## src/logic/mem_pkg.sv

```systemverilog
package mem_pkg;

    // core ports and cache geometry
    localparam int NUM_PORTS  = 2;
    localparam int PORT_W     = $clog2(NUM_PORTS);
    localparam int LINE_WORDS = 4;
    localparam int NUM_LINES  = 16;
    localparam int TAG_W      = 24;
    localparam int IDX_W      = 4;
    localparam int WORD_W     = $clog2(LINE_WORDS);

    // segment codes in the top three address bits
    localparam logic [2:0] SEG_KSEG0 = 3'd4;
    localparam logic [2:0] SEG_KSEG1 = 3'd5;

    typedef struct packed {
        logic [2:0]  seg;
        logic [28:0] offset;
    } seg_view_t;

    typedef struct packed {
        logic [TAG_W-1:0]  tag;
        logic [IDX_W-1:0]  idx;
        logic [WORD_W-1:0] word;
        logic [1:0]        boff;
    } cache_view_t;

    // one address word, read by the mapper or by the cache
    typedef union packed {
        seg_view_t   seg_view;
        cache_view_t cache_view;
    } vaddr_u;

    typedef struct packed {
        logic        we;
        logic [3:0]  strb;
        vaddr_u      addr;
        logic [31:0] wdata;
    } core_req_t;

    typedef struct packed {
        logic [31:0] rdata;
    } core_rsp_t;

    // len is beats minus one
    typedef struct packed {
        logic        write;
        logic [1:0]  len;
        logic [31:0] paddr;
        logic [31:0] wdata;
        logic [3:0]  strb;
    } bus_job_t;

    typedef struct packed {
        logic [31:0] rdata;
        logic        last;
        logic        done;
    } bus_beat_t;

endpackage

```

## src/logic/addr_map.sv

```systemverilog
`timescale 1ns/1ps

module addr_map
    import mem_pkg::*;
(
    input  logic [NUM_PORTS-1:0] i_req_valid,
    input  core_req_t            i_req [NUM_PORTS],
    output logic [NUM_PORTS-1:0] o_req_valid,
    output core_req_t            o_req [NUM_PORTS],
    output logic [NUM_PORTS-1:0] o_uncached
);

    logic [2:0] seg [NUM_PORTS];

    // strobe needs no translation
    assign o_req_valid = i_req_valid;

    always_comb begin
        for (int p = 0; p < NUM_PORTS; p++) begin
            seg[p] = i_req[p].addr.seg_view.seg;
            o_req[p] = i_req[p];
            o_uncached[p] = 1'b0;

            // kseg0 and kseg1 both fold onto low physical memory
            if (seg[p] == SEG_KSEG0 || seg[p] == SEG_KSEG1) begin
                o_req[p].addr.seg_view.seg = 3'b000;
            end

            if (seg[p] == SEG_KSEG1) begin
                o_uncached[p] = 1'b1;
            end
        end
    end

endmodule

```

## config.mk

```make
export PLATFORM = sky130hd
export DESIGN_NAME = addr_map
export DESIGN_NICKNAME = d
export VERILOG_FILES = /design/src/logic/mem_pkg.sv /design/src/logic/addr_map.sv
export SDC_FILE = /design/constraint.sdc
export NUM_CORES = 1
export LEC_CHECK = 0
export BUFFER_PORTS_ARGS = -buffer_cell sky130_fd_sc_hd__buf_2
export CORE_AREA = 2 2 111 113
export DETAILED_ROUTE_END_ITERATION = 10
export DIE_AREA = 0 0 113 115
export MAX_ROUTING_LAYER = met4
export PLACE_DENSITY = 0.51
export SLEW_MARGIN = 10
export SYNTH_ARGS = -nofsm -noshare
export SYNTH_HDL_FRONTEND = slang
export SYNTH_SLANG_ARGS = --single-unit
```

## constraint.sdc

```tcl
create_clock -name vclk -period 0.8
set_input_delay 0.04 -clock vclk [all_inputs]
set_output_delay 0.04 -clock vclk [all_outputs]
set_load 0.02 [all_outputs]
```

==> impl_metrics.py <==
metrics = {
    "status": {
        "status": "finished with violations",
        "violations": "design-rule violations",
    },
    "pwr": {
        "vdd_ir_drop_max_mv": 0.0420,
        "power_leakage_nw": 0.0929,
        "power.total_mw": 0.0857,
        "p_per_area_nw_per_um2": 283,
        "intPower_mw": 0.0336,
        "pwr-share-comb_pct": 100.0,
        "power.share.clock_pct": 0,
        "switching_power_mw": 0.0520,
        "seqPwrFrac_pct": 0,
        "sw_frac_of_total_pct": 60.7,
    },
    "setup_path": {
        "critPathCapture": "o_uncached[1]",
        "crit_start": "i_req[62]",
        "critPathBufInv": 3,
        "cp_top_family": "buffers and inverters",
        "max_stage_delay_ns": 0.19,
        "critPathRequiredTime_ns": 0.76,
        "worstSetupEndpointType": "output pin",
        "cp.arrival_ns": 0.53,
        "crit_top_cell": "buf_2",
        "cp_max_fo": 3,
        "crit_path_cell_trace": "buf_2, inv_2, and3_1, buf_2",
        "cp_slowest_cell": "buf_2",
        "crit_type": "in2out",
        "start_kind": "input port",
        "path_depth": 4,
    },
    "placement": {
        "dp_worst_setup_slack_ns": 0.188,
        "dp_hpwl_mm": 2.51,
        "port_buffers": 14,
        "place.gp.congestion": 0.529,
    },
    "worst_hold_path": {
        "hold_path.class": "in2out",
    },
    "clocking": {
        "cts_hold_buffers": 0,
        "post_cts_resize_count": 0,
        "cts_setup_buffers": 0,
    },
    "drt": {
        "wl_per_cell_um": 18.0,
        "drtIter0Drc": 30,
        "drc": 19,
        "num_vias": 322,
        "viasPerCell": 1.91,
        "postRouteAntennaNets": 0,
        "dr.pass1.iters": 7,
        "drt_wl_total_mm": 3.05,
    },
    "finish": {
        "design.seq.count": 0,
        "final_common_cell": "buf_2",
        "fin_nets": 164,
        "final_cell_mix": "buf_2 (14), and3_1 (2), a21boi_1 (2)",
        "clock_buffers": 0,
        "n_antenna_cell": 0,
        "drive_gt1_share_pct": 72.7,
        "syn_to_final_growth_pct": -71.5,
        "ff_latch_area_um2": 0,
    },
    "yosys": {
        "yosysUniqueCellTypes": 8,
        "yosysSeqAreaShare_pct": 0,
        "syn_area_per_cell_um2": 7.38,
        "synthCells": 144,
        "yosysWarningCount": 0,
        "syn_area_um2": 1060,
        "synth_fp_nets": 284,
    },
    "timing": {
        "final-hold-violation-count": 0,
        "finalSetupViolations": 0,
        "slew_headroom_pct": 90.3,
        "max_freq_ghz": 1.76,
        "post-route-period-util_pct": 71.2,
        "rsz0062_at_grt": "false",
        "setup_slack_ns": 0.230,
        "tightestPinTransition_ns": 0.147,
        "slew_violations": 0,
        "tns_ns": 0,
        "min_period_ns": 0.570,
    },
    "floorplan": {
        "initial_core_util_pct": 8.99,
        "ios": 282,
        "dieWidth_um": 113,
        "coreArea_um2": 11800,
        "die_area_um2": 13000,
        "die_y_um": 115,
        "rows": 40,
    },
    "flow_run": {
        "drv_cap": 0,
    },
    "global_route": {
        "grt_pass1_vias": 408,
        "grt_pass1_wl_mm": 3.42,
        "grt_use_total_pct": 4.01,
        "antenna_found_initial": 0,
        "grt_start_max_net_pins": 4,
        "grt_overflow": 0,
    },
}
[stage by stage]
step | std cells | area, um^2 | hold WS (ns) | util [%]
final | 169 | 303 | 0.0800 | 2.56
after detailed placement | 169 | 303 | 0.0801 | 2.56
after global placement | 169 | 303 | 0.0801 | 2.56
after global routing | 169 | 303 | 0.0800 | 2.56
after CTS | 169 | 303 | 0.0801 | 2.56
after floorplan | 144 | 1060 | 0.193 | -
[layer usage]
| metal | up-vias | GRT usage (%) | wire length (um) |
|---|---|---|---|
| li1 | 55 | - | - |
| met1 | 70 | 0.916 | 251 |
| met2 | 139 | 3.31 | 1050 |
| met3 | 58 | 6.91 | 1260 |
| met4 | 0 | 8.94 | 490 |
| met5 | - | - | 0 |
[power groups by stage]
| stage | sequential [mW] | combinational, mW | clock, mW |
|---|---|---|---|
| after floorplan | 0 | 1.02 | 0 |
| after global placement | 0 | 0.0878 | 0 |
| after detailed placement | 0 | 0.0888 | 0 |
| after CTS | 0 | 0.0890 | 0 |
| after global routing | 0 | 0.0950 | 0 |
| final | 0 | 0.0857 | 0 |
[synth_stat cells]
library cell / n / area, um^2
buf_4: 134 / 1010
a21boi_1: 2 / 15.0
and3_1: 2 / 12.5
clkbuf_1: 2 / 7.51
and2_1: 1 / 6.26
and2_2: 1 / 7.51
inv_1: 1 / 3.75
inv_2: 1 / 3.75
[logic make-up after synthesis]
| family | after synthesis | synth area share (%) |
|---|---|---|
| AO/OA/AOI/OAI | 2 | 1.41 |
| buffers and inverters | 138 | 96.1 |
| AND/OR/NAND/NOR | 4 | 2.47 |
[final cells by class]
type	count	area, um^2
fillers	1426	11500
inverters	2	7.51
well taps	147	184
repair buffers	14	70.1
multi-input cells	6	41.3
[how the worst min path moves through the flow]
stage                           from  slack [ns]         end  cells past startpoint
final                     i_req[108]        0.08  o_req[108]                      0
after global routing       i_req[40]        0.08   o_req[40]                      0
after CTS                 i_req[115]        0.08  o_req[115]                      0
after detailed placement  i_req[115]        0.08  o_req[115]                      0
after global placement    i_req[115]        0.08  o_req[115]                      0
after floorplan             i_req[0]        0.19    o_req[0]                      1
Note: power is estimated with default switching activity, not from simulation.
