File: src/logic/mem_pkg.sv
package mem_pkg;

    // core ports and cache geometry
    localparam int NUM_PORTS  = 2;
    localparam int PORT_W     = $clog2(NUM_PORTS);
    localparam int LINE_WORDS = 4;
    localparam int NUM_LINES  = 16;
    localparam int TAG_W      = 24;
    localparam int IDX_W      = 4;
    localparam int WORD_W     = $clog2(LINE_WORDS);

    // segment codes in the top three address bits
    localparam logic [2:0] SEG_KSEG0 = 3'd4;
    localparam logic [2:0] SEG_KSEG1 = 3'd5;

    typedef struct packed {
        logic [2:0]  seg;
        logic [28:0] offset;
    } seg_view_t;

    typedef struct packed {
        logic [TAG_W-1:0]  tag;
        logic [IDX_W-1:0]  idx;
        logic [WORD_W-1:0] word;
        logic [1:0]        boff;
    } cache_view_t;

    // one address word, read by the mapper or by the cache
    typedef union packed {
        seg_view_t   seg_view;
        cache_view_t cache_view;
    } vaddr_u;

    typedef struct packed {
        logic        we;
        logic [3:0]  strb;
        vaddr_u      addr;
        logic [31:0] wdata;
    } core_req_t;

    typedef struct packed {
        logic [31:0] rdata;
    } core_rsp_t;

    // len is beats minus one
    typedef struct packed {
        logic        write;
        logic [1:0]  len;
        logic [31:0] paddr;
        logic [31:0] wdata;
        logic [3:0]  strb;
    } bus_job_t;

    typedef struct packed {
        logic [31:0] rdata;
        logic        last;
        logic        done;
    } bus_beat_t;

endpackage

File: src/logic/l1_cache.sv
`timescale 1ns/1ps

module l1_cache
    import mem_pkg::*;
(
    input  logic      i_aclk,
    input  logic      i_arst_n,
    input  logic      i_req_valid,
    input  core_req_t i_req,
    input  logic      i_uncached,
    output logic      o_rsp_valid,
    output core_rsp_t o_rsp,
    output logic      o_job_valid,
    output bus_job_t  o_job,
    input  logic      i_beat_valid,
    input  bus_beat_t i_beat
);

    typedef enum logic [1:0] {
        ST_IDLE,
        ST_FILL,
        ST_WAIT_WRITE,
        ST_WAIT_UNCACHED
    } state_t;

    state_t state_q;

    logic [TAG_W-1:0]     tag_q [NUM_LINES];
    logic [NUM_LINES-1:0] valid_q;
    logic [31:0]          data_q [NUM_LINES][LINE_WORDS];

    vaddr_u            req_addr_q;
    logic [WORD_W-1:0] fill_cnt_q;
    logic              rsp_valid_q;
    core_rsp_t         rsp_q;
    logic              job_valid_q;
    bus_job_t          job_q;

    logic [TAG_W-1:0]  tag;
    logic [IDX_W-1:0]  idx;
    logic [WORD_W-1:0] word;
    logic [IDX_W-1:0]  fill_idx;
    logic              accept;
    logic              hit;
    logic              fill_beat;

    assign tag  = i_req.addr.cache_view.tag;
    assign idx  = i_req.addr.cache_view.idx;
    assign word = i_req.addr.cache_view.word;

    assign fill_idx  = req_addr_q.cache_view.idx;
    assign accept    = (state_q == ST_IDLE) && i_req_valid;
    assign hit       = valid_q[idx] && (tag_q[idx] == tag) && !i_uncached;
    assign fill_beat = (state_q == ST_FILL) && i_beat_valid;

    assign o_rsp_valid = rsp_valid_q;
    assign o_rsp       = rsp_q;
    assign o_job_valid = job_valid_q;
    assign o_job       = job_q;

    always_ff @(posedge i_aclk or negedge i_arst_n) begin
        if (!i_arst_n) begin
            state_q     <= ST_IDLE;
            valid_q     <= '0;
            fill_cnt_q  <= '0;
            rsp_valid_q <= 1'b0;
            job_valid_q <= 1'b0;
        end else begin
            rsp_valid_q <= 1'b0;
            job_valid_q <= 1'b0;
            case (state_q)
                ST_IDLE: begin
                    fill_cnt_q <= '0;
                    if (accept) begin
                        if (i_req.we) begin
                            job_valid_q <= 1'b1;
                            state_q     <= ST_WAIT_WRITE;
                        end else if (hit) begin
                            rsp_valid_q <= 1'b1;
                        end else if (i_uncached) begin
                            job_valid_q <= 1'b1;
                            state_q     <= ST_WAIT_UNCACHED;
                        end else begin
                            // line is rebuilt, drop it until the last beat
                            job_valid_q  <= 1'b1;
                            valid_q[idx] <= 1'b0;
                            state_q      <= ST_FILL;
                        end
                    end
                end
                ST_FILL: begin
                    if (i_beat_valid) begin
                        fill_cnt_q <= fill_cnt_q + 1'b1;
                        if (i_beat.last) begin
                            valid_q[fill_idx] <= 1'b1;
                            rsp_valid_q       <= 1'b1;
                            state_q           <= ST_IDLE;
                        end
                    end
                end
                ST_WAIT_WRITE: begin
                    if (i_beat_valid && i_beat.done) begin
                        rsp_valid_q <= 1'b1;
                        state_q     <= ST_IDLE;
                    end
                end
                ST_WAIT_UNCACHED: begin
                    if (i_beat_valid && i_beat.last) begin
                        rsp_valid_q <= 1'b1;
                        state_q     <= ST_IDLE;
                    end
                end
                default: state_q <= ST_IDLE;
            endcase
        end
    end

    always_ff @(posedge i_aclk) begin
        if (accept) begin
            req_addr_q  <= i_req.addr;
            job_q.write <= i_req.we;
            job_q.wdata <= i_req.wdata;
            job_q.strb  <= i_req.strb;
            if (!i_req.we && !i_uncached) begin
                // whole line, starting at word 0
                job_q.len   <= 2'(LINE_WORDS - 1);
                job_q.paddr <= {tag, idx, {(32 - TAG_W - IDX_W){1'b0}}};
            end else begin
                job_q.len   <= 2'd0;
                job_q.paddr <= i_req.addr;
            end

            if (i_req.we) begin
                rsp_q.rdata <= '0;
                if (hit) begin
                    for (int b = 0; b < 4; b++) begin
                        if (i_req.strb[b]) begin
                            data_q[idx][word][8*b +: 8] <= i_req.wdata[8*b +: 8];
                        end
                    end
                end
            end else if (hit) begin
                rsp_q.rdata <= data_q[idx][word];
            end
        end

        if (fill_beat) begin
            data_q[fill_idx][fill_cnt_q] <= i_beat.rdata;
            // catch the requested word as it goes by
            if (fill_cnt_q == req_addr_q.cache_view.word) begin
                rsp_q.rdata <= i_beat.rdata;
            end
            if (i_beat.last) begin
                tag_q[fill_idx] <= req_addr_q.cache_view.tag;
            end
        end

        if (state_q == ST_WAIT_UNCACHED && i_beat_valid) begin
            rsp_q.rdata <= i_beat.rdata;
        end
    end

endmodule

File: config.mk
export PLATFORM = sky130hd
export DESIGN_NAME = l1_cache
export DESIGN_NICKNAME = d
export VERILOG_FILES = /design/src/logic/mem_pkg.sv /design/src/logic/l1_cache.sv
export SDC_FILE = /design/constraint.sdc
export NUM_CORES = 2
export LEC_CHECK = 0
export BUFFER_PORTS_ARGS = -buffer_cell sky130_fd_sc_hd__buf_2
export CORE_ASPECT_RATIO = 0.8
export CORE_UTILIZATION = 50
export CTS_BUF_LIST = sky130_fd_sc_hd__clkbuf_16
export CTS_CLUSTER_SIZE = 28
export DETAILED_ROUTE_END_ITERATION = 8
export PLACE_DENSITY = 0.66
export SETUP_SLACK_MARGIN = 0.4
export SLEW_MARGIN = 20
export SYNTH_ARGS = -nofsm -noshare
export SYNTH_HDL_FRONTEND = slang
export SYNTH_SLANG_ARGS = --single-unit
File: constraint.sdc
create_clock -name i_aclk -period 5.2 [get_ports i_aclk]
set_input_delay 0.78 -clock i_aclk [delete_from_list [all_inputs] [get_ports i_aclk]]
set_output_delay 0.78 -clock i_aclk [all_outputs]
set_load 0.03 [all_outputs]
==> results.sh <==
export IMPL_outcome="finished clean"
export IMPL_cts_tree="yes"
export IMPL_final_common_cell="edfxtp_1"
export IMPL_core_area_mm2=0.201
export IMPL_min_path_cells=1
export IMPL_peakVddDrop_v=0.000341
export IMPL_met2_usage_pct=38.3
export IMPL_pwr_share_seq_pct=53.1
export IMPL_yosys_area_top_type_share_pct=74.2
export IMPL_cts_repair_resized=0
export IMPL_switching_share_pct=24.7
export IMPL_path_clk_slew_ns=0.06
export IMPL_ys_flop_type="edfxtp_1"
export IMPL_initial_utilization_pct=50.4
export IMPL_hold_path_class="input port to register"
export IMPL_post_cts_buffers=0
export IMPL_gp_congestion=0.848
export IMPL_top_usage_layer="met1"
export IMPL_regToRegSetupSlack_ns=1.11
export IMPL_slew_headroom_pct=21.3
export IMPL_max_freq_mhz=233
export IMPL_antenna_found_initial=11
export IMPL_num_io_pins=213
export IMPL_fp_dieW_um=505
export IMPL_grt_overflow_total=0
export IMPL_path_max_fanout=37
export IMPL_clockBufferDepth=3
export IMPL_finalCriticalPeriod_ns=4.29
export IMPL_rsz0062_at_grt="no"
export IMPL_tightest_slew_ns=1.18
export IMPL_ctsHtreeMaxLevel=4
export IMPL_track_usage_pct=25.6
export IMPL_numCtsBuffers=236
export IMPL_dieArea_mm2=0.204
export IMPL_drv_slew=0
export IMPL_p_sw_uw=11400
export IMPL_die_h_um=405
export IMPL_dpl_hpwl_mm=162
export IMPL_synth_edf_count=2504
export IMPL_rr_worst_depth=11
export IMPL_yosys_top_cells_area="edfxtp_1 74%, mux4_2 16%, a21oi_1 1.5%, a22oi_1 0.64%, clkbuf_1 0.64%"
export IMPL_critPathLaunchType="input port"
export IMPL_grt_max_degree=135
export IMPL_vias=51600
export IMPL_required_ns=5.78
export IMPL_grt_pass1_vias=50400
export IMPL_postRouteAntennaNets=0
export IMPL_skew_ns=0.0377
export IMPL_clockPowerShare_pct=36.0
export IMPL_finalSetupViolations=0
export IMPL_cp_end_kind="register"
export IMPL_vias_per_cell=6.33
export IMPL_async_reset_ff_share_pct=0.860
export IMPL_port_buffer_count=212
export IMPL_p_comb_share_pct=10.9
export IMPL_setup_tns_ns=0
export IMPL_yosys_cell_types_count=74
export IMPL_yosys_warnings=0
export IMPL_num_rows=147
export IMPL_synth_area_mm2=0.101
export IMPL_p_leak_uw=0.0372
export IMPL_drt_first_pass_iters=5
export IMPL_yosysTopAreaCell="edfxtp_1"
export IMPL_drc=0
export IMPL_wl_mm=260
export IMPL_drive_gt1_share_pct=34.1
export IMPL_synth_nets=4795
export IMPL_criticalPathCategory="input port to register"
export IMPL_mostFrequentLayoutCells="2,504 x edfxtp_1, 715 x mux4_2, 454 x buf_4"
export IMPL_period_share_pct=82.5
export IMPL_ys_ff_latch=2558
export IMPL_cap_violations=0
export IMPL_seq_area_frac_synth_pct=75.4
export IMPL_power_density_mw_per_mm2=397
export IMPL_met1_usage_pct=39.2
export IMPL_cts_root_buffer="clkbuf_16"
export IMPL_finish_utilization_pct=57.5
export IMPL_insertion_delay_ns=0.87
export IMPL_fillers=14400
export IMPL_syn_inst=4683
export IMPL_area_growth_pct=14.2
export IMPL_internal_power_uw=34500
export IMPL_postSynthAreaPerCell_um2=21.6
export IMPL_drtIter0Drc=7034
export IMPL_hold_violations=0
export IMPL_post_drt_wl_per_cell_um=31.9
export IMPL_grt_pass1_wl_mm=373
export IMPL_clock_sinks=2558
export IMPL_layout_nets=5386
export IMPL_arrival_ns=4.87
export IMPL_grtUsageMet3_pct=4.42
## timing repair
item                       CTS  global route
hold endpoints to repair    22             0
hold buffers                 1             0
setup endpoints to repair    0             0
## final timing paths
path / end / start
max reg2reg: data_q[4][99] / tag_q[6][21]
min reg2reg: valid_q[8] / valid_q[8]
min: o_job[6] / i_req[2]
max: data_q[4][99] / i_req[38]
min in group asynchronous: valid_q[13] / i_arst_n
max in group asynchronous: state_q[1] / i_arst_n
## worst max-delay path, cell delays in order
cell,delay (ns)
buf_4,0.45
buf_4,0.31
mux4_2,0.31
mux2i_1,0.50
o21ai_0,0.16
a221oi_1,0.30
o2111ai_1,0.31
nor4_4,0.35
buf_12,0.20
buf_4,0.25
nand3_4,0.30
a21oi_1,0.39
buf_4,0.20
## sequential cells by signal, indices dropped and copies added (netlist names)
| register | flops |
|---|---|
| data_q | 2048 |
| tag_q | 384 |
| o_job | 43 |
| o_rsp | 32 |
| req_addr_q | 29 |
| valid_q | 16 |
| fill_cnt_q | 2 |
| state_q | 2 |
| o_job_valid | 1 |
| o_rsp_valid | 1 |
## layout make-up
class,count,area (um2),area share [%]
Antenna cell,2,5.00,0.00433
Timing Repair Buffer,694,5080,4.39
Tap cell,2682,3360,2.90
Clock inverter,198,1360,1.18
Inverter,17,73.8,0.0638
Clock buffer,239,5980,5.17
Sequential cell,2558,76400,66.0
Multi-Input combinational cell,1767,23400,20.3
## logic make-up (layout without fill, tap and decap cells)
kind of cell	count (synthesis)	after routing	share of synthesized area, %
xor gates and xnor gates	21	21	0.182
muxes	826	826	17.1
DFF	2558	2558	75.4
buffers and inverters	358	1148	1.88
AOI/OAI and AO/OA	550	550	3.47
adders and majority gates	4	4	0.0494
and+or+nand+nor	366	366	1.87
other	0	2	0
## metrics by stage
stage / cell area [um2] / std cells / setup slack, ns / hold WS [ns] / power, uW
floorplan: 101000 / 4683 / 0.801 / 0.465 / 27500
global placement: 108000 / 7714 / 0.129 / 0.481 / 29700
detailed placement: 108000 / 7717 / 0.144 / 0.490 / 29800
CTS: 116000 / 8155 / 1.07 / 0.0456 / 46100
global route: 116000 / 8157 / 0.836 / 0.0689 / 47100
finish: 116000 / 8157 / 0.908 / 0.107 / 45900
## Yosys cell counts (10+ instances only)
cell type / instances
a21o_1: 36
a21oi_1: 302
a22oi_1: 86
a31oi_1: 17
buf_1: 13
buf_2: 73
buf_4: 40
buf_6: 21
clkbuf_1: 172
dfrtp_1: 22
dfxtp_1: 32
dlygate4sd3_1: 17
edfxtp_1: 2504
inv_1: 15
mux2_2: 43
mux2i_1: 62
mux4_2: 715
nand2_1: 146
nand3_1: 46
nand3_4: 10
nand4_1: 35
nor2_1: 39
nor2b_1: 13
nor3_1: 27
o21ai_0: 11
o221a_2: 31
xnor2_1: 14
## power groups by stage
stage | logic, uW | registers [uW] | clock network [uW]
floorplan | 2530 | 25000 | 0
global placement | 4920 | 24800 | 0
detailed placement | 5020 | 24800 | 0
CTS | 5020 | 24400 | 16700
global route | 5240 | 24400 | 17500
finish | 4990 | 24400 | 16500
## routing by layer
layer | routed length [um] | vias up
li1 | - | 21000
met1 | 110000 | 27500
met2 | 120000 | 2705
met3 | 23600 | 344
met4 | 6110 | 0
met5 | 0 | -
Note: power is estimated with default switching activity, not from simulation.
