==> config.mk <==
export PLATFORM = sky130hd
export DESIGN_NAME = bus_arbiter
export DESIGN_NICKNAME = d
export VERILOG_FILES = /design/src/logic/mem_pkg.sv /design/src/logic/bus_arbiter.sv
export SDC_FILE = /design/constraint.sdc
export NUM_CORES = 1
export LEC_CHECK = 0
export BUFFER_PORTS_ARGS = -buffer_cell sky130_fd_sc_hd__buf_2
export CORE_AREA = 2 2 140 142
export DETAILED_ROUTE_END_ITERATION = 10
export DIE_AREA = 0 0 142 144
export GPL_ROUTABILITY_DRIVEN = 0
export GPL_TIMING_DRIVEN = 0
export PLACE_DENSITY = 0.76
export SLEW_MARGIN = 20
export SYNTH_ARGS = -nofsm -noshare
export SYNTH_HDL_FRONTEND = slang
export SYNTH_SLANG_ARGS = --single-unit
==> constraint.sdc <==
create_clock -name i_aclk -period 3.5 [get_ports i_aclk]
set_input_delay 0.525 -clock i_aclk [delete_from_list [all_inputs] [get_ports i_aclk]]
set_output_delay 0.525 -clock i_aclk [all_outputs]
set_load 0.1 [all_outputs]
==> src/logic/mem_pkg.sv <==
package mem_pkg;

    // core ports and cache geometry
    localparam int NUM_PORTS  = 2;
    localparam int PORT_W     = $clog2(NUM_PORTS);
    localparam int LINE_WORDS = 4;
    localparam int NUM_LINES  = 16;
    localparam int TAG_W      = 24;
    localparam int IDX_W      = 4;
    localparam int WORD_W     = $clog2(LINE_WORDS);

    // segment codes in the top three address bits
    localparam logic [2:0] SEG_KSEG0 = 3'd4;
    localparam logic [2:0] SEG_KSEG1 = 3'd5;

    typedef struct packed {
        logic [2:0]  seg;
        logic [28:0] offset;
    } seg_view_t;

    typedef struct packed {
        logic [TAG_W-1:0]  tag;
        logic [IDX_W-1:0]  idx;
        logic [WORD_W-1:0] word;
        logic [1:0]        boff;
    } cache_view_t;

    // one address word, read by the mapper or by the cache
    typedef union packed {
        seg_view_t   seg_view;
        cache_view_t cache_view;
    } vaddr_u;

    typedef struct packed {
        logic        we;
        logic [3:0]  strb;
        vaddr_u      addr;
        logic [31:0] wdata;
    } core_req_t;

    typedef struct packed {
        logic [31:0] rdata;
    } core_rsp_t;

    // len is beats minus one
    typedef struct packed {
        logic        write;
        logic [1:0]  len;
        logic [31:0] paddr;
        logic [31:0] wdata;
        logic [3:0]  strb;
    } bus_job_t;

    typedef struct packed {
        logic [31:0] rdata;
        logic        last;
        logic        done;
    } bus_beat_t;

endpackage

==> src/logic/bus_arbiter.sv <==
`timescale 1ns/1ps

module bus_arbiter
    import mem_pkg::*;
(
    input  logic                 i_aclk,
    input  logic                 i_arst_n,
    input  logic [NUM_PORTS-1:0] i_job_valid,
    input  bus_job_t             i_job [NUM_PORTS],
    output logic [NUM_PORTS-1:0] o_beat_valid,
    output bus_beat_t            o_beat [NUM_PORTS],
    output logic [31:0]          o_araddr,
    output logic [3:0]           o_arlen,
    output logic                 o_arvalid,
    input  logic                 i_arready,
    input  logic [31:0]          i_rdata,
    input  logic                 i_rlast,
    input  logic                 i_rvalid,
    output logic                 o_rready,
    output logic [31:0]          o_awaddr,
    output logic                 o_awvalid,
    input  logic                 i_awready,
    output logic [31:0]          o_wdata,
    output logic [3:0]           o_wstrb,
    output logic                 o_wvalid,
    input  logic                 i_wready,
    input  logic                 i_bvalid,
    output logic                 o_bready
);

    typedef enum logic [1:0] {
        ST_IDLE,
        ST_READ,
        ST_WRITE
    } state_t;

    state_t state_q;

    logic [NUM_PORTS-1:0] pend_q;
    bus_job_t             pend_job_q [NUM_PORTS];
    bus_job_t             cur_q;
    logic [PORT_W-1:0]    grant_q;
    logic                 arvalid_q;
    logic                 awvalid_q;
    logic                 wvalid_q;

    logic              pick_any;
    logic [PORT_W-1:0] pick;
    logic              grant;
    logic              r_fire;
    logic              b_fire;

    // higher port index wins
    always_comb begin
        pick_any = 1'b0;
        pick     = '0;
        for (int p = 0; p < NUM_PORTS; p++) begin
            if (pend_q[p]) begin
                pick_any = 1'b1;
                pick     = PORT_W'(p);
            end
        end
    end

    assign grant  = (state_q == ST_IDLE) && pick_any;
    assign r_fire = o_rready && i_rvalid;
    assign b_fire = o_bready && i_bvalid;

    assign o_araddr  = cur_q.paddr;
    assign o_arlen   = {2'b00, cur_q.len};
    assign o_arvalid = arvalid_q;
    assign o_rready  = (state_q == ST_READ);
    assign o_awaddr  = cur_q.paddr;
    assign o_awvalid = awvalid_q;
    assign o_wdata   = cur_q.wdata;
    assign o_wstrb   = cur_q.strb;
    assign o_wvalid  = wvalid_q;
    assign o_bready  = (state_q == ST_WRITE);

    always_comb begin
        for (int p = 0; p < NUM_PORTS; p++) begin
            o_beat_valid[p] = (r_fire || b_fire) && (grant_q == PORT_W'(p));
            o_beat[p].rdata = i_rdata;
            o_beat[p].last  = r_fire && i_rlast;
            o_beat[p].done  = b_fire;
        end
    end

    always_ff @(posedge i_aclk or negedge i_arst_n) begin
        if (!i_arst_n) begin
            state_q   <= ST_IDLE;
            pend_q    <= '0;
            grant_q   <= '0;
            arvalid_q <= 1'b0;
            awvalid_q <= 1'b0;
            wvalid_q  <= 1'b0;
        end else begin
            for (int p = 0; p < NUM_PORTS; p++) begin
                if (i_job_valid[p]) begin
                    pend_q[p] <= 1'b1;
                end else if (grant && pick == PORT_W'(p)) begin
                    pend_q[p] <= 1'b0;
                end
            end

            case (state_q)
                ST_IDLE: begin
                    if (pick_any) begin
                        grant_q <= pick;
                        if (pend_job_q[pick].write) begin
                            awvalid_q <= 1'b1;
                            wvalid_q  <= 1'b1;
                            state_q   <= ST_WRITE;
                        end else begin
                            arvalid_q <= 1'b1;
                            state_q   <= ST_READ;
                        end
                    end
                end
                ST_READ: begin
                    if (arvalid_q && i_arready) begin
                        arvalid_q <= 1'b0;
                    end
                    if (r_fire && i_rlast) begin
                        state_q <= ST_IDLE;
                    end
                end
                ST_WRITE: begin
                    // aw and w may finish in either order
                    if (awvalid_q && i_awready) begin
                        awvalid_q <= 1'b0;
                    end
                    if (wvalid_q && i_wready) begin
                        wvalid_q <= 1'b0;
                    end
                    if (b_fire) begin
                        state_q <= ST_IDLE;
                    end
                end
                default: state_q <= ST_IDLE;
            endcase
        end
    end

    always_ff @(posedge i_aclk) begin
        for (int p = 0; p < NUM_PORTS; p++) begin
            if (i_job_valid[p]) begin
                pend_job_q[p] <= i_job[p];
            end
        end
        if (grant) begin
            cur_q <= pend_job_q[pick];
        end
    end

endmodule

==> summary.md, run 1 <==
| Metric | Value |
|---|---|
| Setup Total Neg Slack | 0 ns |
| Worst setup endpoint | o_beat[0] |
| Placed cell areas | approximately 0.010 mm^2 |
| Post-synth EDFFs | roughly 210 |
| Die X | 142 um |
| Final min period | between 2 and 3 ns |
| Total GRT Usage | between 10% and 20% |
| HP Start | i_job[32] |
| DP Worst Slack | ~1.5 ns |
| Synthesized area | between 0.008 and 0.009 mm^2 |
| Syn-to-layout area delta | 32.5% |
| Final Setup Violations | 0 |
| Outcome | finished clean |
| Fin crit share | 73.0% |
| Vias per Instance | approximately 4.6 |
| 1st-iter DRT viols | approximately 170 |
| First-pass GRT wire length | ~25000 um |
| Fin area | between 0.01 and 0.015 mm^2 |
| Initial antenna violation count | 1 |
| Cell Chain, Critical Path | buf_4 > nor2b_2 > and2_1 > buf_4 > buf_2 |
| Cell depth of the worst setup path | 5 |
| CP startpoint | state_q[1] |
| Required @ worst endpoint | between 2 and 3 ns |
| Clock Skew | approximately 0.013 ns |
| Drt pass-1 iters | 4 |
| Area leader, netlist | edfxtp_1 |
| Initial Utilization | roughly 44% |
| Startpoint types | register |
| Largest net degree at the start of global routing | 54 |
| Reg-to-Reg End | o_wstrb[2] |
| Vias in the first global route | 4756 |
| Synth Warn # | 0 |
| Clk sinks | 220 |
| I/O Pins | about 360 |
| Fillers | roughly 1.5k |
| HP Class | in -> reg |
| Max Cap Viol | 0 |
| CP Max Fanout | 10 |
| R2R cell count | 5 |
| Die area | 0.0204 mm^2 |
| Synth Area per Inst | between 15 and 20 um^2 |
| Commonest non-fill, non-tap cell in the layout | buf_2 |
| Max incr delay on CP | slightly above 0.4 ns |
| Reg-to-reg startpoint | pend_q[1] |
| Grt total ovfl | 0 |
| Routed Wire Length | around 18000 um |
| Vias | around 4.8k |
| Setup ws final | 0.946 ns |
| Core ar. | about 0.019 mm^2 |
| CP Class | reg -> out |
| Slew @ Worst Pin | about 0.53 ns |
| Top Metal Used | met4 |
| RSZ-0062 raised after global routing | no |
| Wire per inst | between 15 and 20 um |
| Most frequent CP cell | buf_4 |
| Post-route insts no fill | between 1k and 1.5k |
| Synth async-reset ratio | ~3.6% |
| DP Cell Count | between 1k and 1.5k |
| Die height | ~140 um |
| Wire length on met1 | roughly 6200 um |
| Routed Antenna Nets | 0 |
| Synth top area share | between 70% and 80% |
| Slew Limit Headroom | between 60% and 70% |
| Clk Latency, worst-skew pair | 0.50 ns |
| Cell family with most CP delay | buffers and inverters |
| Crit end category | output port |
| Row cnt | a little over 50 |
| TritonCTS clock tree | done |
| Clock buffer depth | 3 |
| Proportion of layout cells with a drive suffix above 1 | 68.4% |
| WL met2 | approximately 9600 um |
| Crit path arrival time | about 2 ns |
| Top cells by area, synth | edfxtp_1, mux2_2, buf_4 |
| CTS buffer count | 22 |
| Slew Limit Fails | 0 |
| FF-to-FF setup slack | around 1.5 ns |
| Final net count | between 900 and 1k |
| Metal3 WL | ~1500 um |
| Final Hold Viols | 0 |
| Primary FF master, synth | edfxtp_1 |
| Worst path slowest cell | buf_2 |
| Most frequent cells in the layout | buf_2, edfxtp_1, buf_4 |
| H-tree depth | 1 |
| CTS root buffer | clkbuf_16 |
| Fmax | 0.391 GHz |
| # port buffers | ~330 |
| Synthesized flop and latch total | 220 |
| Buf/Inv on CP | 3 |
| Clock transition at path regs | 0.06 ns |
| DP HPWL | 12800 um |
| Post-synthesis sequential area ratio | a little under 80% |
| Cell variety after synth | 26 |
| Residual DRC | 0 |
| Syn Inst Count | 436 |
| Post-CTS setup buffers | 0 |
-- synthesized netlist by cell type (all sizes together), types with 2 or more instances --
| cell type | instances |
|---|---|
| buf | 112 |
| dfrtp | 8 |
| nor3 | 2 |
| o211a | 2 |
| nor2b | 4 |
| nor2 | 2 |
| o21bai | 2 |
| o21a | 2 |
| nand2b | 2 |
| edfxtp | 212 |
| mux2 | 70 |
| nand2 | 5 |
| o21ai | 2 |
-- worst reg2reg max path: stages, from the launching register on --
cell and delay, ns:
dfrtp_1 0.33, buf_2 0.22, buf_6 0.18, buf_4 0.20
o21a_4 0.43, buf_16 0.30
-- cell families after synthesis --
kind of cell / Yosys count / share of synthesized area (%)
buf+inv: 112 / 9.84
compound gates: 15 / 1.44
simple gates: 18 / 1.18
flops: 220 / 78.1
other cells: 1 / 0.0446
mux: 70 / 9.38
-- per-stage QoR --
step	hold WS, ns	util [%]
detailed placement	0.379	54.8
floorplan	0.229	-
global route	0.178	58.4
global placement	0.379	54.3
CTS	0.173	58.4
finish	0.199	58.4
-- what timing repair did --
item	4_1_cts	5_1_grt
hold buffers	1	0
resized for setup	0	0
hold endpoints to repair	8	0
-- state kept, by name (all words and copies together) (netlist names) --
register / flops
grant_q: 1
o_wdata: 32
o_awvalid: 1
o_wvalid: 1
o_araddr: 32
pend_q: 2
state_q: 2
o_arvalid: 1
o_wstrb: 4
pend_job_q: 142
o_arlen: 2
-- worst min path at each step --
stage | to | depth (start not counted)
after floorplan | grant_q | 0
after global placement | o_awvalid | 1
after detailed placement | grant_q | 1
after CTS | pend_job_q[1][33] | 1
after global routing | pend_job_q[0][30] | 1
final | pend_job_q[1][32] | 1
-- area by class of cell --
cell class	count	area [um^2]	area share [%]
Timing Repair Buffer	332	1740	15.6
Clock inverter	15	97.6	0.876
Sequential cell	220	6570	58.9
Antenna cell	1	2.50	0.0225
Tap cell	238	298	2.67
Multi-Input combinational cell	105	1030	9.25
Clock buffer	24	579	5.20
Buffer	112	827	7.42
-- layer usage --
metal | track usage [%] | vias up
met3 | 4.70 | 33
met5 | 0 | -
met1 | 17.0 | 2265
met2 | 30.3 | 236
li1 | - | 2245
met4 | 5.58 | 0
Power of run 1 is not shown: default switching activity piles up to over one toggle a cycle in this logic, so the estimate is an artifact.
==> run 2: changes to the inputs <==
- CORE_AREA: 2 2 140 142 -> not set
- CORE_UTILIZATION: not set -> 43
- DIE_AREA: 0 0 142 144 -> not set
- clock period: 3.5 -> 2.2 ns (I/O delays scaled with it)
==> run 2 against run 1 <==
- setup slack worse by 0.90 ns
- sequential share of layout area shrank 5.9 points
- register-to-register slack lost 1.3 ns
- die area is 1.6% lower
- non-clock buffer count increased by 107
- global-route usage is 4.0 points higher
- via count up 13%
- highest routed layer unchanged
==> summary.md, run 2 (synthesized netlist as in run 1, its figures left out) <==
| Metric | Value |
|---|---|
| Outcome | finished clean |
| Multi-input gate area | 0.00106 mm^2 |
| Grt total ovfl | 0 |
| Setup ws final | about 0.047 ns |
| Commonest non-fill, non-tap cell in the layout | buf_2 |
| Slew @ Worst Pin | ~0.53 ns |
| Startpoint types | register |
| Largest net degree at the start of global routing | 47 |
| GR met1 Demand/Resource | 19.7% |
| Initial antenna violation count | 0 |
| 1st-iter DRT viols | 167 |
| Vias | ~5.4k |
| Syn-to-layout area delta | 47.2% |
| Largest register FFs | between 100 and 150 |
| HP Class | in -> reg |
| # diodes | 0 |
| Die height | ~140 um |
| Routed Antenna Nets | 0 |
| Crit path arrival time | 1.82 ns |
| First-pass GRT wire length | 30200 um |
| Final Setup Violations | 0 |
| Flip-flop and latch area | around 0.0066 mm^2 |
| I/O Pins | between 300 and 400 |
| Fmax | between 0.4 and 0.5 GHz |
| Final net count | approximately 1.1k |
| R2R cell count | 5 |
| Fin crit share | roughly 98% |
| CTS root buffer | clkbuf_16 |
| Die area | approximately 0.020 mm^2 |
| DP HPWL | about 14000 um |
| DP Cell Count | around 1k |
| H-tree depth | 1 |
| CTS buffer count | 22 |
| DP Worst Slack | 0.197 ns |
| Min-Delay Path Depth | 1 |
| CP Max Fanout | 10 |
| Met3 usage | under 10% |
| Initial Utilization | roughly 44% |
| Hold_ws | ~0.02 ns |
| Vias in the first global route | about 5.7k |
| Crit end category | output port |
| Drt pass-1 iters | 4 |
| Top reg by flops | pend_job_q |
| Most frequent cells in the layout | buf_2, edfxtp_1, buf_4 |
| Clock transition at path regs | approximately 0.060 ns |
| Total GRT Usage | between 20% and 30% |
| TritonCTS clock tree | done |
| Clock buffer depth | 3 |
| Max Cap Viol | 0 |
| CP Class | reg -> out |
| Die X | 142 um |
| Final min period | ~2.2 ns |
| Clock Skew | 0.0181 ns |
| # port buffers | about 330 |
| Grt met2 use | 39.9% |
| Row cnt | 50 |
| Final Hold Viols | 0 |
| Residual DRC | 0 |
| Required @ worst endpoint | 1.87 ns |
| Slew Limit Headroom | between 60% and 70% |
| Core ar. | 0.0190 mm^2 |
| Clk sinks | 220 |
| Proportion of layout cells with a drive suffix above 1 | between 60% and 70% |
| Clk Latency, worst-skew pair | approximately 0.50 ns |
| Fillers | between 1k and 1.5k |
| Slew Limit Fails | 0 |
| Wire per inst | roughly 18 um |
| GRT busiest layer | met2 |
| RSZ-0062 raised after global routing | no |
| Vias per Instance | about 4.6 |
| Post-route insts no fill | between 1k and 1.5k |
| Routed Wire Length | roughly 21000 um |
-- run 2: changes by cell type in the layout (fill, tap and decap cells not counted), moves of 2 or more --
| cell | before | now |
|---|---|---|
| buf_2 | 333 | 329 |
| buf_6 | 1 | 4 |
| buf_8 | 0 | 2 |
| bufinv_16 | 1 | 4 |
| clkbuf_1 | 1 | 3 |
| clkinv_2 | 8 | 4 |
| dlygate4sd3_1 | 1 | 106 |
| nor2b_2 | 3 | 0 |
| nor2b_4 | 0 | 3 |
-- run 2: timing repair --
item | 4_1_cts | 5_1_grt
endpoints found under the hold margin | 113 | 0
endpoints found under the setup margin | 4 | 3
gates resized for setup | 9 | 2
gates cloned | 0 | 0
hold buffers | 106 | 0
pin swaps | 0 | 0
buffers inserted | 0 | 2
-- run 2: metal layers --
metal  share of wire (%)  routed length [um]  vias up
met1                  34                7220     2641
met4                 3.1                 661        0
met3                 6.4                1340       45
met2                  56               11800      253
li1                    -                   -     2458
met5                   0                   0        -
-- run 2: area by class of cell --
cell class	instances	share of cell area, %
tap	260	2.63
clock buffer	26	4.74
multi-input combinational	105	8.59
buffer	112	6.71
timing repair buffer	439	22.9
clock inverter	14	1.34
sequential	220	53.1
-- run 2: stage by stage --
stage	utilization, %	area (um^2)	setup TNS, ns
3_3_place_gp	55.0	10400	-42.50
3_5_place_dp	55.5	10500	0
4_1_cts	65.2	12400	0
6_report	65.3	12400	0
5_1_grt	65.3	12400	0
2_1_floorplan	-	8450	0
-- run 2: critical path: stages (launching register included) --
cell and delay, ns:
dfrtp_1 0.40, buf_6 0.16, nor2b_4 0.22, and2_1 0.21
buf_4 0.14, buf_8 0.19
-- run 2: path summary, 6_finish.rpt --
path / startpoint / end / slack [ns]
worst max-delay path: state_q[1] / o_beat[34] / 0.05
worst min-delay path: i_job[11] / pend_job_q[1][11] / 0.02
worst max register to register: pend_q[1] / o_wdata[4] / 0.21
worst min register to register: pend_job_q[1][42] / o_araddr[6] / 0.55
max in group asynchronous: i_arst_n / state_q[1] / 1.82
min in group asynchronous: i_arst_n / grant_q / 0.20
Power of run 2 is left out for the same reason.
